File: src/verilog/debug_pkg.sv
package debug_pkg;

	//////////////////////////////////////////////////
	// Processor side
	//////////////////////////////////////////////////
	localparam int word_len = 32;
	localparam int addr_len = 5;

	// Host command bytes ('c', 's', 'd')
	localparam logic [7:0] cmd_run  = 8'h63;
	localparam logic [7:0] cmd_step = 8'h73;
	localparam logic [7:0] cmd_dump = 8'h64;

	//////////////////////////////////////////////////
	// Dump layout
	//////////////////////////////////////////////////
	localparam int num_regs      = 32;
	localparam int num_mem_words = 16;
	// PC first, then registers, then data memory
	localparam int dump_words    = 1 + num_regs + num_mem_words;
	localparam int word_bytes    = 4;

	localparam int word_idx_len = $clog2(dump_words);
	localparam int byte_idx_len = $clog2(word_bytes);

	localparam logic [word_idx_len-1:0] mem_base_idx  = word_idx_len'(1 + num_regs);
	localparam logic [word_idx_len-1:0] last_word_idx = word_idx_len'(dump_words - 1);
	localparam logic [byte_idx_len-1:0] last_byte_idx = byte_idx_len'(word_bytes - 1);

	typedef enum logic [2:0] {
		st_idle,
		st_run,
		st_step,
		st_dump_send,
		st_dump_wait
	} dbg_state_t;

endpackage

File: src/verilog/uart_pkg.sv
package uart_pkg;

	// Frame format, 8N1
	localparam int data_bits  = 8;
	localparam int oversample = 16;

	// One tick every tick_div clocks
	localparam int tick_div     = 2;
	localparam int tick_cnt_len = $clog2(tick_div);

	// Counter widths and compare points
	localparam int sample_cnt_len = $clog2(oversample);
	localparam int bit_cnt_len    = $clog2(data_bits);

	localparam logic [tick_cnt_len-1:0]   last_tick_cnt = tick_cnt_len'(tick_div - 1);
	localparam logic [sample_cnt_len-1:0] mid_sample    = sample_cnt_len'(oversample / 2 - 1);
	localparam logic [sample_cnt_len-1:0] last_sample   = sample_cnt_len'(oversample - 1);
	localparam logic [bit_cnt_len-1:0]    last_bit      = bit_cnt_len'(data_bits - 1);

endpackage

File: src/verilog/baud_tick_gen.sv
`timescale 1ns/1ns

module baud_tick_gen import uart_pkg::*; (
	input  logic clk,
	input  logic reset,
	output logic tick
);

	logic [tick_cnt_len-1:0] tick_cnt;

	// Free running divider
	always_ff @(posedge clk) begin
		if (reset) begin
			tick_cnt <= '0;
			tick     <= 1'b0;
		end else begin
			if (tick_cnt == last_tick_cnt) begin
				tick_cnt <= '0;
				tick     <= 1'b1;
			end else begin
				tick_cnt <= tick_cnt + 1'b1;
				tick     <= 1'b0;
			end
		end
	end

endmodule

File: src/verilog/uart_rx.sv
`timescale 1ns/1ns

module uart_rx import uart_pkg::*; (
	input  logic                 clk,
	input  logic                 reset,
	input  logic                 tick,
	input  logic                 rx,
	output logic [data_bits-1:0] rx_data,
	output logic                 rx_done
);

	typedef enum logic [1:0] {
		rs_idle,
		rs_start,
		rs_bits,
		rs_stop
	} rx_state_t;

	rx_state_t                 state;
	logic                      rx_meta;
	logic                      rx_sync;
	logic                      rx_prev;
	logic [sample_cnt_len-1:0] sample_cnt;
	logic [bit_cnt_len-1:0]    bit_cnt;
	logic [data_bits-1:0]      shift;

	// Line idles high, so the flops come out of reset at 1
	always_ff @(posedge clk) begin
		if (reset) begin
			rx_meta <= 1'b1;
			rx_sync <= 1'b1;
			rx_prev <= 1'b1;
		end else begin
			rx_meta <= rx;
			rx_sync <= rx_meta;
			rx_prev <= rx_sync;
		end
	end

	//////////////////////////////////////////////////
	// Frame sequencing
	//////////////////////////////////////////////////
	always_ff @(posedge clk) begin
		if (reset) begin
			state      <= rs_idle;
			sample_cnt <= '0;
			bit_cnt    <= '0;
			rx_done    <= 1'b0;
		end else begin
			rx_done <= 1'b0;
			case (state)
				rs_idle: begin
					// Falling edge marks a start bit
					if (rx_prev && !rx_sync) begin
						state      <= rs_start;
						sample_cnt <= '0;
					end
				end
				rs_start: begin
					if (tick) begin
						if (sample_cnt == mid_sample) begin
							sample_cnt <= '0;
							bit_cnt    <= '0;
							// Glitch if the line is already back high
							state      <= rx_sync ? rs_idle : rs_bits;
						end else begin
							sample_cnt <= sample_cnt + 1'b1;
						end
					end
				end
				rs_bits: begin
					if (tick) begin
						if (sample_cnt == last_sample) begin
							sample_cnt <= '0;
							if (bit_cnt == last_bit)
								state <= rs_stop;
							else
								bit_cnt <= bit_cnt + 1'b1;
						end else begin
							sample_cnt <= sample_cnt + 1'b1;
						end
					end
				end
				rs_stop: begin
					if (tick) begin
						if (sample_cnt == last_sample) begin
							// Bad stop bit, byte is lost
							rx_done <= rx_sync;
							state   <= rs_idle;
						end else begin
							sample_cnt <= sample_cnt + 1'b1;
						end
					end
				end
				default: state <= rs_idle;
			endcase
		end
	end

	// Mid-bit sample, LSB arrives first
	always_ff @(posedge clk) begin
		if (state == rs_bits && tick && sample_cnt == last_sample)
			shift <= {rx_sync, shift[data_bits-1:1]};
	end

	assign rx_data = shift;

endmodule

File: src/verilog/uart_tx.sv
`timescale 1ns/1ns

module uart_tx import uart_pkg::*; (
	input  logic                 clk,
	input  logic                 reset,
	input  logic                 tick,
	input  logic                 tx_start,
	input  logic [data_bits-1:0] tx_data,
	output logic                 tx,
	output logic                 tx_done
);

	typedef enum logic [1:0] {
		ts_idle,
		ts_start,
		ts_bits,
		ts_stop
	} tx_state_t;

	tx_state_t                 state;
	logic [sample_cnt_len-1:0] sample_cnt;
	logic [bit_cnt_len-1:0]    bit_cnt;
	logic [data_bits-1:0]      shift;
	logic                      bit_end;

	assign bit_end = tick && (sample_cnt == last_sample);

	always_ff @(posedge clk) begin
		if (reset) begin
			state      <= ts_idle;
			sample_cnt <= '0;
			bit_cnt    <= '0;
			tx         <= 1'b1;
			tx_done    <= 1'b0;
		end else begin
			tx_done <= 1'b0;
			if (tick && state != ts_idle)
				sample_cnt <= sample_cnt + 1'b1;
			case (state)
				ts_idle: begin
					tx <= 1'b1;
					if (tx_start) begin
						state      <= ts_start;
						sample_cnt <= '0;
						tx         <= 1'b0;
					end
				end
				ts_start: begin
					if (bit_end) begin
						state   <= ts_bits;
						bit_cnt <= '0;
						tx      <= shift[0];
					end
				end
				ts_bits: begin
					if (bit_end) begin
						if (bit_cnt == last_bit) begin
							state <= ts_stop;
							tx    <= 1'b1;
						end else begin
							bit_cnt <= bit_cnt + 1'b1;
							tx      <= shift[1];
						end
					end
				end
				ts_stop: begin
					if (bit_end) begin
						state   <= ts_idle;
						tx_done <= 1'b1;
					end
				end
				default: state <= ts_idle;
			endcase
		end
	end

	// Byte latch and shifter
	always_ff @(posedge clk) begin
		if (state == ts_idle && tx_start)
			shift <= tx_data;
		else if (state == ts_bits && bit_end)
			shift <= shift >> 1;
	end

endmodule

File: src/verilog/state_collector.sv
`timescale 1ns/1ns

module state_collector import debug_pkg::*; (
	input  logic                clk,
	input  logic                reset,
	input  logic                restart,
	input  logic                next,
	input  logic [word_len-1:0] cpu_pc,
	input  logic [word_len-1:0] reg_data,
	input  logic [word_len-1:0] mem_data,
	output logic [addr_len-1:0] debug_addr,
	output logic [7:0]          collector_byte,
	output logic                collector_last
);

	logic [word_idx_len-1:0] word_idx;
	logic [byte_idx_len-1:0] byte_idx;
	logic [word_len-1:0]     word;

	//////////////////////////////////////////////////
	// Position in the dump
	//////////////////////////////////////////////////
	always_ff @(posedge clk) begin
		if (reset) begin
			word_idx <= '0;
			byte_idx <= '0;
		end else if (restart) begin
			word_idx <= '0;
			byte_idx <= '0;
		end else if (next) begin
			if (byte_idx == last_byte_idx) begin
				byte_idx <= '0;
				// Wraps so a finished dump leaves us at the PC again
				if (word_idx == last_word_idx)
					word_idx <= '0;
				else
					word_idx <= word_idx + 1'b1;
			end else begin
				byte_idx <= byte_idx + 1'b1;
			end
		end
	end

	//////////////////////////////////////////////////
	// Word select
	//////////////////////////////////////////////////
	always_comb begin
		debug_addr = '0;
		word       = cpu_pc;
		if (word_idx >= mem_base_idx) begin
			// Data memory words
			debug_addr = addr_len'(word_idx - mem_base_idx);
			word       = mem_data;
		end else if (word_idx != '0) begin
			// Register file, index 1 is r0
			debug_addr = addr_len'(word_idx - 1'b1);
			word       = reg_data;
		end
	end

	// LSB first
	assign collector_byte = word[{byte_idx, 3'b000} +: 8];

	assign collector_last = (word_idx == last_word_idx) && (byte_idx == last_byte_idx);

endmodule

File: src/verilog/debug_fsm.sv
`timescale 1ns/1ns

module debug_fsm import debug_pkg::*; (
	input  logic       clk,
	input  logic       reset,
	input  logic [7:0] rx_data,
	input  logic       rx_done,
	input  logic       tx_done,
	input  logic       cpu_halt,
	input  logic [7:0] collector_byte,
	input  logic       collector_last,
	output logic       cpu_enable,
	output logic       tx_start,
	output logic [7:0] tx_data,
	output logic       collector_restart,
	output logic       collector_next
);

	dbg_state_t state;

	// Command decode
	logic is_run;
	logic is_step;
	logic is_dump;
	logic dump_now;

	assign is_run  = (rx_data == cmd_run);
	assign is_step = (rx_data == cmd_step);
	assign is_dump = (rx_data == cmd_dump);

	// Halted core, nothing to run, go straight to the dump
	assign dump_now = is_dump || (cpu_halt && (is_run || is_step));

	//////////////////////////////////////////////////
	// Control FSM
	//////////////////////////////////////////////////
	always_ff @(posedge clk) begin
		if (reset) begin
			state      <= st_idle;
			cpu_enable <= 1'b0;
			tx_start   <= 1'b0;
		end else begin
			tx_start <= 1'b0;
			case (state)
				st_idle: begin
					// Only here are host bytes looked at
					if (rx_done) begin
						if (dump_now) begin
							state <= st_dump_send;
						end else if (is_run) begin
							state      <= st_run;
							cpu_enable <= 1'b1;
						end else if (is_step) begin
							state      <= st_step;
							cpu_enable <= 1'b1;
						end
					end
				end
				st_run: begin
					if (cpu_halt) begin
						cpu_enable <= 1'b0;
						state      <= st_dump_send;
					end
				end
				st_step: begin
					// Single clock of enable
					cpu_enable <= 1'b0;
					state      <= st_dump_send;
				end
				st_dump_send: begin
					tx_start <= 1'b1;
					state    <= st_dump_wait;
				end
				st_dump_wait: begin
					if (tx_done) begin
						if (collector_last)
							state <= st_idle;
						else
							state <= st_dump_send;
					end
				end
				default: begin
					state      <= st_idle;
					cpu_enable <= 1'b0;
				end
			endcase
		end
	end

	// Byte handed to the transmitter with tx_start
	always_ff @(posedge clk) begin
		if (state == st_dump_send)
			tx_data <= collector_byte;
	end

	//////////////////////////////////////////////////
	// Collector steering
	//////////////////////////////////////////////////

	// Held at word 0 byte 0 whenever idle
	assign collector_restart = (state == st_idle);

	// Advance once the current byte is on the wire
	assign collector_next = (state == st_dump_wait) && tx_done;

endmodule

File: src/verilog/debug_unit_top.sv
`timescale 1ns/1ns

module debug_unit_top import debug_pkg::*; (
	input  logic                clk,
	input  logic                reset,
	input  logic                uart_rx_line,
	output logic                uart_tx_line,
	output logic                cpu_enable,
	input  logic                cpu_halt,
	input  logic [word_len-1:0] cpu_pc,
	output logic [addr_len-1:0] debug_addr,
	input  logic [word_len-1:0] reg_data,
	input  logic [word_len-1:0] mem_data
);

	logic       tick;
	logic [7:0] rx_data;
	logic       rx_done;
	logic       tx_start;
	logic [7:0] tx_data;
	logic       tx_done;
	logic       collector_restart;
	logic       collector_next;
	logic [7:0] collector_byte;
	logic       collector_last;

	//////////////////////////////////////////////////
	// Serial side
	//////////////////////////////////////////////////
	baud_tick_gen u_baud_tick_gen (
		.clk  (clk),
		.reset(reset),
		.tick (tick)
	);

	uart_rx u_uart_rx (
		.clk    (clk),
		.reset  (reset),
		.tick   (tick),
		.rx     (uart_rx_line),
		.rx_data(rx_data),
		.rx_done(rx_done)
	);

	uart_tx u_uart_tx (
		.clk     (clk),
		.reset   (reset),
		.tick    (tick),
		.tx_start(tx_start),
		.tx_data (tx_data),
		.tx      (uart_tx_line),
		.tx_done (tx_done)
	);

	//////////////////////////////////////////////////
	// Processor side
	//////////////////////////////////////////////////
	state_collector u_state_collector (
		.clk           (clk),
		.reset         (reset),
		.restart       (collector_restart),
		.next          (collector_next),
		.cpu_pc        (cpu_pc),
		.reg_data      (reg_data),
		.mem_data      (mem_data),
		.debug_addr    (debug_addr),
		.collector_byte(collector_byte),
		.collector_last(collector_last)
	);

	debug_fsm u_debug_fsm (
		.clk              (clk),
		.reset            (reset),
		.rx_data          (rx_data),
		.rx_done          (rx_done),
		.tx_done          (tx_done),
		.cpu_halt         (cpu_halt),
		.collector_byte   (collector_byte),
		.collector_last   (collector_last),
		.cpu_enable       (cpu_enable),
		.tx_start         (tx_start),
		.tx_data          (tx_data),
		.collector_restart(collector_restart),
		.collector_next   (collector_next)
	);

endmodule

File: config.mk
export PLATFORM = sky130hd
export DESIGN_NAME = debug_unit_top
export DESIGN_NICKNAME = d
export VERILOG_FILES = /design/src/verilog/debug_pkg.sv /design/src/verilog/uart_pkg.sv /design/src/verilog/baud_tick_gen.sv /design/src/verilog/uart_rx.sv /design/src/verilog/uart_tx.sv /design/src/verilog/state_collector.sv /design/src/verilog/debug_fsm.sv /design/src/verilog/debug_unit_top.sv
export SDC_FILE = /design/constraint.sdc
export NUM_CORES = 1
export LEC_CHECK = 0
export BUFFER_PORTS_ARGS = -buffer_cell sky130_fd_sc_hd__buf_4
export CORE_MARGIN = 4
export CORE_UTILIZATION = 43
export DETAILED_ROUTE_END_ITERATION = 10
export PLACE_DENSITY = 0.77
export SYNTH_ARGS = -nofsm -noshare
export SYNTH_HDL_FRONTEND = slang
export SYNTH_HIERARCHICAL = 1
export SYNTH_SLANG_ARGS = --single-unit
File: constraint.sdc
create_clock -name clk -period 6.3 [get_ports clk]
set_clock_uncertainty 0.15 [all_clocks]
set_input_delay 0.63 -clock clk [delete_from_list [all_inputs] [get_ports clk]]
set_output_delay 0.63 -clock clk [all_outputs]
set_load 0.005 [all_outputs]
Word-level counts from Yosys, hierarchy flattened
Index checks and enable logic that the tools add are counted.

Register bits after elaboration: 63. Word-level logic and storage cells: 183.

Bitwise logic cells: 5. Add/sub/neg operators: 9. Reductions and logical operators: 36. Equality and inequality tests: 42. Order comparisons: 1. Multiplexer cells: 67. Shift operators: 1.

Operator list (count): 2-to-1 mux 32 bit (2); 2-to-1 mux 3 bit (14); 2-to-1 mux 4 bit (10); 2-to-1 mux 2 bit (16); variable part select 32 x 6 -> 8 bit (1); equality test 8 x 7 -> 1 bit, second input constant (3); inequality test 2 x 1 -> 1 bit, second input constant (11); inequality test 2 bit, second input constant (9); 2-to-1 mux 8 bit (2); one-hot mux 2 bit (4 select lines) (2); one-hot mux 4 bit (4 select lines) (1); one-hot mux 3 bit (5 select lines) (1); AND reduction 5 bit (3); 2-to-1 mux 1 bit (12); one-hot mux 3 bit (2 select lines) (2); equality test 2 bit, second input constant (5); logical AND 1 bit (10); 2-to-1 mux 5 bit (2); subtractor 5 x 1 -> 5 bit, second input constant (2); equality test 3 bit, second input constant (3); adder 4 x 1 -> 4 bit, second input constant (2); equality test 4 bit, second input constant (2); AND reduction 4 bit (2); AND reduction 8 bit (1); 27 further kinds (43).

Logic depth before layout (Yosys ltp)
Gate-level depths: netlist (run 1).

Depth in word-level cells: 7. Mapped depth: 8. Gate-level depth less buffers: 8.

Hierarchy
Netlist (run 1), hierarchy kept.

By module, submodules not included: state_collector (cells each 210, area an instance 1591.5 sq um, instances 1, seq. area each 160.2 sq um); uart_tx (cells each 95, area an instance 988.4 sq um, instances 1, seq. area each 460.4 sq um); uart_rx (cells each 82, area an instance 894.6 sq um, instances 1, seq. area each 500.5 sq um); debug_fsm (cells each 52, area an instance 599.3 sq um, instances 1, seq. area each 340.3 sq um); baud_tick_gen (cells each 4, area an instance 57.6 sq um, instances 1, seq. area each 40.0 sq um).

Worst setup path after synthesis (run 1)
Ideal clock, no wire load.

Path kind: reg2reg. From: reg u_state_collector.word_idx[0]. To: reg u_debug_fsm.tx_data[0] (data pin). Arrival time: 2.267 ns. Clock period less this slack: 2.689 ns. Stages on the path, launching flop included: 9. Path slack: 3.611 ns. Cell sequence: dfxtp_1 inv_1 ha_1 nor4b_4 buf_2 mux2_2 o221ai_1 o22ai_1 or4_1.

Word-level cells in the longest chain between the ends: 4.

RTL lines: start, declared (RTL line state_collector.sv:16) `logic [word_idx_len-1:0] word_idx;`; start signal, assigned (RTL line state_collector.sv:37) `word_idx <= word_idx + 1'b1;`; branches (longest 2 deep; another with >= comparator 6 bit); 2-to-1 mux 32 bit (*) (RTL line state_collector.sv:50) `if (word_idx >= mem_base_idx) begin`; variable part select 32 x 6 -> 8 bit (*) (RTL line state_collector.sv:62) `assign collector_byte = word[{byte_idx, 3'b000} +: 8];`; named net collector_byte[0] (RTL line debug_unit_top.sv:24) `logic [7:0] collector_byte;`; end signal, assigned (RTL line debug_fsm.sv:93) `tx_data <= collector_byte;`; end, declared (RTL line debug_fsm.sv:14) `output logic [7:0] tx_data,`.

Mark *: on every way through the listed nets, which the timed path passes. A chain may end at the register's enable or synchronous reset.

Final worst setup path (run 1)
From: reg u_state_collector.word_idx[5]. To: reg u_debug_fsm.tx_data[1] (data pin).

Same word-level chain as after synthesis.

==> results of run 1 <==
-- worst reg2reg max path: stages, from the launching register on --
cell      delay (ps)
dfxtp_1         1190
nand3b_2         760
o221ai_1         520
o22ai_1          140
or4_1            480
-- worst max path at each step --
stage          slack (ps)                endpoint                           from
2_1_floorplan        3610  u_debug_fsm/tx_data[0]  u_state_collector/word_idx[0]
3_3_place_gp         3020  u_debug_fsm/tx_data[7]  u_state_collector/word_idx[5]
3_5_place_dp         2900  u_debug_fsm/tx_data[0]  u_state_collector/word_idx[0]
4_1_cts              2880  u_debug_fsm/tx_data[7]  u_state_collector/word_idx[5]
5_1_grt              2590  u_debug_fsm/tx_data[7]  u_state_collector/word_idx[5]
6_report             2810  u_debug_fsm/tx_data[1]  u_state_collector/word_idx[5]
-- stage by stage --
step                      cell area (sq um)  hold WS, ps  cells   util
after floorplan                        4130          239    443      -
after global placement                 5000          245    656  0.538
after detailed placement               5000          261    656  0.538
after CTS                              5220          271    672  0.562
after global routing                   5220          283    672  0.562
final                                  5220          268    672  0.562
-- cells by family after synthesis --
group / share of synthesized area
AOI/OAI and AO/OA: 0.198
and+or+nand+nor: 0.187
adders and majority gates: 0.0454
buffers and inverters: 0.0669
muxes: 0.121
xor gates and xnor gates: 0.0191
DFF: 0.363
-- registers in the layout (all words and copies together) (netlist names), 2 cells and up, named ones only --
register and flops:
u_uart_tx/sample_cnt 4, u_uart_tx/shift 8, u_uart_rx/rx_data 8, u_state_collector/word_idx 6, u_uart_tx/state 2, u_uart_tx/bit_cnt 3, u_debug_fsm/tx_data 8, u_debug_fsm/state 3
u_uart_rx/bit_cnt 3, u_state_collector/byte_idx 2, u_uart_rx/sample_cnt 4
-- synth_stat cells (all sizes together), types with 7 or more instances --
cell type	instances	area share
a41oi	7	0.015
o221ai	32	0.068
and3	7	0.011
o21ai	11	0.014
nor3	10	0.012
dfxtp	39	0.19
nand2b	9	0.015
a21oi	17	0.022
o22ai	10	0.015
inv	47	0.043
buf	11	0.013
ha	15	0.045
mux2	39	0.11
nand2	28	0.025
edfxtp	24	0.17
clkbuf	12	0.011
nor2	35	0.032
-- layout make-up --
type                       count  area share
clock buffer                  11      0.0312
clock inverter                 5      0.0120
inverter                      47      0.0338
multi-input combinational    310       0.451
sequential                    63       0.288
tap                          129      0.0309
timing repair buffer         107       0.154
-- metal layers --
layer | wire [um] | vias to the layer above
li1 | - | 1859
met5 | 0 | -
met1 | 4290 | 1769
met3 | 933 | 14
met2 | 5080 | 161
met4 | 155 | 0
-- power by group --
part           total (mW)  switching, mW  internal [mW]
Clock               0.383          0.164          0.219
Combinational       0.144         0.0599         0.0836
Sequential          0.436        0.00754          0.428
==> results.md, run 1 <==
* Register area at between 1500 and 2000 sq um
* Initial Utilization at 0.445
* Initial drt markers at 167
* Largest net degree at the start of global routing at 40
* Hold Path Depth at 1
* Vias in the first global route at about 3700
* Setup crit start kind: flip-flop
* Total CTS buffers at 9
* Cells after Synth at between 400 and 500
* WHS Endpoint: u_baud_tick_gen/tick_cnt
* Full die area at between 10000 and 15000 sq um
* Distinct cells, synth at between 60 and 70
* Fin crit share at 0.553
* Worst path max stage delay at around 1200 ps
* Seq/Total Area, Yosys at 0.363
* H-tree Lvls at 3
* Worst slack, placed at a little under 3000 ps
* Most common cell after layout, fill and taps aside: buf_4
* Outcome: completed
* Slew Limit Fails at 0
* Net count after synthesis at between 500 and 600
* Worst path slowest cell: dfxtp_1
* Max IR drop VDD at roughly 110 uV
* Setup Fix Bufs, Post-CTS at 0
* Multi-input gate area at around 2400 sq um
* Setup Crit Path Kind: flip-flop to flip-flop
* CTS max path bufs at 2
* Reg2Reg Launch Point: u_state_collector/word_idx[5]
* Post-synth EDFFs at 24
* CP Capture Type: flip-flop
* Initial antenna violation count at 0
* Met1 usage at 0.222
* Setup TNS at 0 ps
* RSZ-0062 raised after global routing: false
* Port buffer count at about 110
* Arr. time, crit path at between 3000 and 4000 ps
* Row count at 35
* CTS Hold Bufs at 0
* Most frequent cells in the layout: buf_4, inv_1, dfxtp_1, mux2_2, nor2_1
* Synth Flop Type: dfxtp_1
* Fmax at between 200 and 300 MHz
* First-pass GRT wire length at 17200 um
* DR pass1 iterations at 5
* Crit Path Max Fanout at 39
* Final Hold Viols at 0
* Worst path top cell family by delay: simple AND/OR/NAND/NOR gates
* Slew headroom at 0.128
* Nets@finish at ~650
* Layout cell share with drive strength beyond 1 at 0.337
* Max Cap Viol at 0
* Synthesized area at between 4000 and 5000 sq um
* Ports at between 100 and 150
* GRT Max-Usage Layer: met2
* Reg2reg path depth at 4
* RR Endpoint: u_debug_fsm/tx_data[1]
* Pwr Total at between 0.9 and 1 mW
* TritonCTS clock tree: done
* Average size of a mapped cell at 9.33 sq um
* HP Start: u_baud_tick_gen/tick_cnt
* Post-Route WL at between 10000 and 15000 um
* Setup ws final at 2810 ps
* Cts repair resizes at 0
* Met3 Use GR at 0.0656
* Area of the core at approximately 9300 sq um
* Fillers at roughly 850
* Via/cell ratio at around 5.7
* Critical-path cell list: nand3b_2 -> o221ai_1 -> o22ai_1 -> or4_1
* Clock-pin slew on the worst setup and hold paths at 70 ps
* Met2 Use GR at 0.313
* Power Density at between 150 and 200 nW/um^2
* Die Width at roughly 110 um
* Ys async rst share at 0
* Worst slew pin tran at approximately 1300 ps
* Post-DP HPWL at 7730 um
* GRT overflow at 0
* CTS root buffer: clkbuf_8
* Total GRT Usage at 0.187
* Setup violators final at 0
* #FFs+latches synth at between 60 and 70
* Synth warn at 6
* Routability cong. at about 0.83
* R2r setup slk at ~2800 ps
* Required @ worst endpoint at ~6200 ps
* Critical path buffers and inverters at 0
* Hold Crit Class: flip-flop to flip-flop
* Die extent in y at between 100 and 150 um
* DRC Markers at 0
* Worst-skew pair later-pin latency at roughly 340 ps
* Sink Count at 63
* Synth-to-layout area growth at 26.4%
* Minimum clock period at ~3500 ps
* # diodes at 0
* Worst path depth at 4
* Leak at 2.12 nW
* WL/cell at 15.6 um
* DRT antenna net count at 0
* Via count at approximately 3800
Power figures use the tool's default switching activity.
==> inputs of run 2 (changes only) <==
- ABC_AREA: default -> 1
- PLACE_DENSITY: 0.77 -> 0.76
- clock period: 6.3 -> 3.5 ns (I/O delays scaled with it)
==> run 2 against run 1 <==
Against the previous run:
- core utilization fell by 2.4 points
- register-to-register slack got worse by 1900 ps
- synthesized cell count rose by 58%
- critical endpoint is now debug_addr[1]
==> results.md, run 2 <==
* Outcome: completed
* Net count after synthesis at about 820
* Setup TNS at 0 ps
* Power Density at around 320 nW/um^2
* Leak at 2.94 nW
* CTS Hold Bufs at 0
* Pwr Total at 1.80 mW
* Initial drt markers at between 300 and 400
* Port buffer count at approximately 110
* Initial antenna violation count at 0
* Final Hold Viols at 0
* Distinct cells, synth at 36
* Average size of a mapped cell at around 6.5 sq um
* RSZ-0062 raised after global routing: false
* First-pass GRT wire length at 19400 um
* Full die area at 12400 sq um
* Post-synth EDFFs at 24
* Most common cell after layout, fill and taps aside: nand2_1
* Fmax at about 330 MHz
* CTS max path bufs at 2
* Cells after Synth at 700
* Largest net degree at the start of global routing at 36
* Via count at approximately 4400
* #FFs+latches synth at 63
* Seq/Total Area, Yosys at 0.328
* H-tree Lvls at 3
* Area of the core at 10400 sq um
* Clock-pin slew on the worst setup and hold paths at approximately 60 ps
* Post-synth top area cell: nand2_1
* Worst slew pin tran at between 700 and 800 ps
* Vias in the first global route at between 4000 and 5000
* GRT overflow at 0
* Worst-skew pair later-pin latency at 340 ps
* Via/cell ratio at roughly 4.7
* WL/cell at between 10 and 15 um
* Minimum clock period at between 2000 and 3000 ps
* Post-DP HPWL at 8390 um
* Sink Count at 63
* Total GRT Usage at 0.184
* CP Capture Type: output port
* Max Cap Viol at 0
* DR pass1 iterations at 4
* Post-Route WL at approximately 11000 um
* Ports at about 110
* Routability cong. at ~0.86
* TritonCTS clock tree: done
* Slew headroom at 0.475
* Arr. time, crit path at between 2000 and 2500 ps
* Top cells by area, synth: nand2_1, dfxtp_1, edfxtp_1
* DRT antenna net count at 0
* Setup Crit Path Kind: flip-flop to output port
* Required @ worst endpoint at approximately 3000 ps
* Setup Fix Bufs, Post-CTS at 0
* Nets@finish at 911
* Layout cell share with drive strength beyond 1 at 0.213
* Most frequent cells in the layout: nand2_1, buf_4, inv_1
* Synth warn at 6
* Ys async rst share at 0
* Synthesized area at 4580 sq um
* Synth-to-layout area growth at 21.8%
* Row count at 37
* Synth top area share at 0.201
* Total CTS buffers at 9
* Die Width at ~110 um
* Synth Flop Type: dfxtp_1
* CTS root buffer: clkbuf_8
* Setup crit start kind: flip-flop
* Fin crit share at 0.853
* Die extent in y at 111 um
* Slew Limit Fails at 0
* Setup violators final at 0
* Cts repair resizes at 0
* Hold Crit Class: input port to flip-flop
* Max IR drop VDD at approximately 200 uV
* Initial Utilization at 0.442
* Top post-synthesis cells by count: nand2_1, inv_1, nand3_1
* Crit Path Max Fanout at 35
* Most common cell in the netlist: nand2_1
* DRC Markers at 0
* # diodes at 0
-- run 2: cell type report --
cell class / count / area, sq um
tap: 136 / 170
clock inverter: 3 / 12.5
clock buffer: 13 / 139
sequential: 63 / 1500
timing repair buffer: 109 / 818
inverter: 121 / 457
fill: 1041 / 4790
multi-input combinational: 492 / 2480
-- run 2: worst paths after layout --
kind / startpoint / endpoint / slack [ps] / depth (start not counted)
setup reg to reg: u_state_collector/word_idx[0] / u_debug_fsm/tx_data[0] / 950 / 10
hold reg to reg: u_uart_rx/rx_meta / u_uart_rx/rx_sync / 260 / 1
hold / removal: uart_rx_line / u_uart_rx/rx_meta / 50 / 2
setup / recovery: u_state_collector/word_idx[0] / debug_addr[1] / 510 / 7
-- run 2: critical path, stage by stage, from the launching register on --
cell and delay [ps]:
dfxtp_1 350, inv_1 100, ha_1 500, nand3_4 440, inv_4 400, or2_2 180, inv_1 40, buf_4 120
-- run 2: through the flow --
stage / cell area (sq um) / setup slack (ps) / cells / utilization / hold WS (ps)
6_report: 5580 / 515 / 937 / 0.538 / 48.6
5_1_grt: 5580 / 323 / 937 / 0.538 / 26.4
4_1_cts: 5580 / 532 / 937 / 0.538 / 30.8
3_5_place_dp: 5430 / 899 / 921 / 0.523 / 243
3_3_place_gp: 5430 / 939 / 921 / 0.523 / 243
2_1_floorplan: 4580 / 1390 / 700 / - / 238
-- run 2: report_power, final --
group / internal (mW) / switching [mW] / total (mW) / leakage [nW]
logic: 0.210 / 0.253 / 0.463 / 2.33
registers: 0.785 / 0.0314 / 0.816 / 0.532
clock network: 0.252 / 0.265 / 0.517 / 0.0765
total: 1.25 / 0.550 / 1.80 / 2.94
-- run 2: logic make-up after synthesis --
kind of cell               share of synthesized area
buffers and inverters                          0.131
xor gates and xnor gates                     0.00956
adders and majority gates                     0.0410
AOI/OAI and AO/OA                             0.0380
muxes                                         0.0229
DFF                                            0.328
and+or+nand+nor                                0.430
-- run 2: layer usage --
metal | global-route usage | routed length [um] | up-vias
met1 | 0.233 | 5010 | 1914
li1 | - | - | 2362
met3 | 0.0551 | 793 | 4
met4 | 0.0349 | 53 | 0
met5 | 0 | 0 | -
met2 | 0.313 | 5460 | 144
==> inputs of run 3 (changes only) <==
- ABC_AREA: 1 -> 0
- PLACE_DENSITY: 0.76 -> 0.77
- SKIP_CTS_REPAIR_TIMING: default -> 1
==> run 3 against run 2 <==
Against the previous run:
- sequential cell count did not move
- die area fell by 9.1%
- sequential share of layout area rose by 1.9 points
- clock power rose by 23%
- critical path depth rose by 1
- register-to-register slack got worse by 660 ps
- via count fell by 13%
- worst hold slack got worse by 1.4 ps
- count of clock-buffer cells in the layout fell by 4
- routed wire length fell by 3.7%
- power fell by 6.3%
==> results.md, run 3 (synthesized netlist as in run 1, its figures left out) <==
* Via/cell ratio at around 5.8
* DR pass1 iterations at 5
* Metal3 WL at 852 um
* DRT antenna net count at 0
* Fillers at roughly 820
* Most common cell after layout, fill and taps aside: buf_4
* Area of the core at slightly above 9000 sq um
* GRT overflow at 0
* H-tree Lvls at 3
* Largest net degree at the start of global routing at 39
* # diodes at 0
* Post-Route WL at about 11000 um
* Minimum clock period at 3210 ps
* Slew headroom at 0.433
* Required @ worst endpoint at about 3400 ps
* Max IR drop VDD at 226 uV
* Metal-1 WL at between 4000 and 5000 um
* Fin crit share at 0.917
* Nets@finish at between 600 and 700
* Ports at around 110
* Routability cong. at around 0.9
* Most frequent cells in the layout: buf_4, inv_1, dfxtp_1, mux2_2, nor2_1
* CP Capture Type: flip-flop
* Total CTS buffers at 9
* Post-DP HPWL at approximately 8000 um
* Max Cap Viol at 0
* CTS root buffer: clkbuf_8
* Clock-pin slew on the worst setup and hold paths at approximately 80 ps
* WL/cell at approximately 16 um
* Die Width at 106 um
* Setup crit start kind: flip-flop
* Non-filler cells, final at roughly 670
* Initial antenna violation count at 0
* Slew Limit Fails at 0
* Die extent in y at 106 um
* Placed instance area at around 5000 sq um
* Worst-skew pair later-pin latency at about 340 ps
* Power Density at about 320 nW/um^2
* Post-route cell area at roughly 5200 sq um
* Synth-to-layout area growth at 26.3%
* Worst slew pin tran at between 800 and 900 ps
* Via count at between 3000 and 4000
* Vias in the first global route at 3826
* RSZ-0062 raised after global routing: false
* Setup Crit Path Kind: flip-flop to flip-flop
* First-pass GRT wire length at 17900 um
* Crit Path Max Fanout at 33
* TritonCTS clock tree: done
* Final Hold Viols at 0
* Placed Instances at between 600 and 700
* Leak at approximately 2.1 nW
* Hold_ws at around 47 ps
* Initial drt markers at 217
* Hold Crit Class: input port to flip-flop
* Outcome: completed
* Initial Utilization at 0.445
* Row count at 35
* Layout cell share with drive strength beyond 1 at 0.338
* Port buffer count at 106
* Sink Count at 63
* Full die area at about 11000 sq um
* Setup violators final at 0
* Total GRT Usage at 0.194
* DRC Markers at 0
* Arr. time, crit path at 3140 ps
* Highest metal layer with signal wires: met4
* Setup TNS at 0 ps
* WL met2 at 5600 um
* Fmax at just over 300 MHz
* CTS max path bufs at 2
[run 3: cell types whose count changed in the layout (fill, tap and decap cells not counted), sizes merged, moves of 7 or more]
| cell | change |
|---|---|
| o22ai | +10 |
| o221ai | +32 |
| inv | -63 |
| nand2b | +9 |
| nand4 | -7 |
| nor2 | -31 |
| a41oi | +7 |
| clkinv | -8 |
| nand3 | -82 |
| mux2 | +32 |
| nand2 | -227 |
| and3 | +7 |
[run 3: area by class of cell]
type,instances,area [sq um],share of cell area
Tap cell,129,161,0.0309
Sequential cell,63,1500,0.288
Multi-Input combinational cell,310,2350,0.451
Timing Repair Buffer,108,823,0.158
Clock inverter,7,76.3,0.0146
Clock buffer,9,124,0.0237
Inverter,47,176,0.0338
[run 3: final timing paths]
kind | startpoint | to | slack (ps) | cells past startpoint
min reg2reg | u_uart_rx/rx_meta | u_uart_rx/rx_sync | 270 | 1
max reg2reg | u_state_collector/word_idx[0] | u_debug_fsm/tx_data[1] | 290 | 8
max | u_state_collector/word_idx[0] | u_debug_fsm/tx_data[1] | 290 | 8
min | uart_rx_line | u_uart_rx/rx_meta | 50 | 2
[run 3: critical path: stages, from the launching register on]
cell      delay [ps]
dfxtp_1          390
inv_1             80
ha_1             190
nor4b_4          260
buf_12           240
nand3b_2         520
o221ai_1         500
a41oi_1          180
or4_1            410
[run 3: stage by stage]
stage	worst slack, ps	power (mW)	utilization
floorplan	811	0.927	-
global placement	482	1.05	0.540
detailed placement	343	1.06	0.540
CTS	328	1.70	0.562
global route	67.6	1.76	0.562
finish	291	1.68	0.562
[run 3: layer usage]
| layer | GRT usage | vias up |
|---|---|---|
| li1 | - | 1856 |
| met1 | 0.226 | 1833 |
| met2 | 0.348 | 163 |
| met3 | 0.0528 | 19 |
| met4 | 0.0574 | 0 |
| met5 | 0 | - |
[run 3: report_power, final]
| group | total [mW] | leakage, nW | switching [mW] | internal (mW) |
|---|---|---|---|---|
| sequential | 0.784 | 0.531 | 0.0136 | 0.771 |
| clock | 0.638 | 0.105 | 0.301 | 0.336 |
| combinational | 0.260 | 1.50 | 0.110 | 0.150 |
| total | 1.68 | 2.13 | 0.425 | 1.26 |
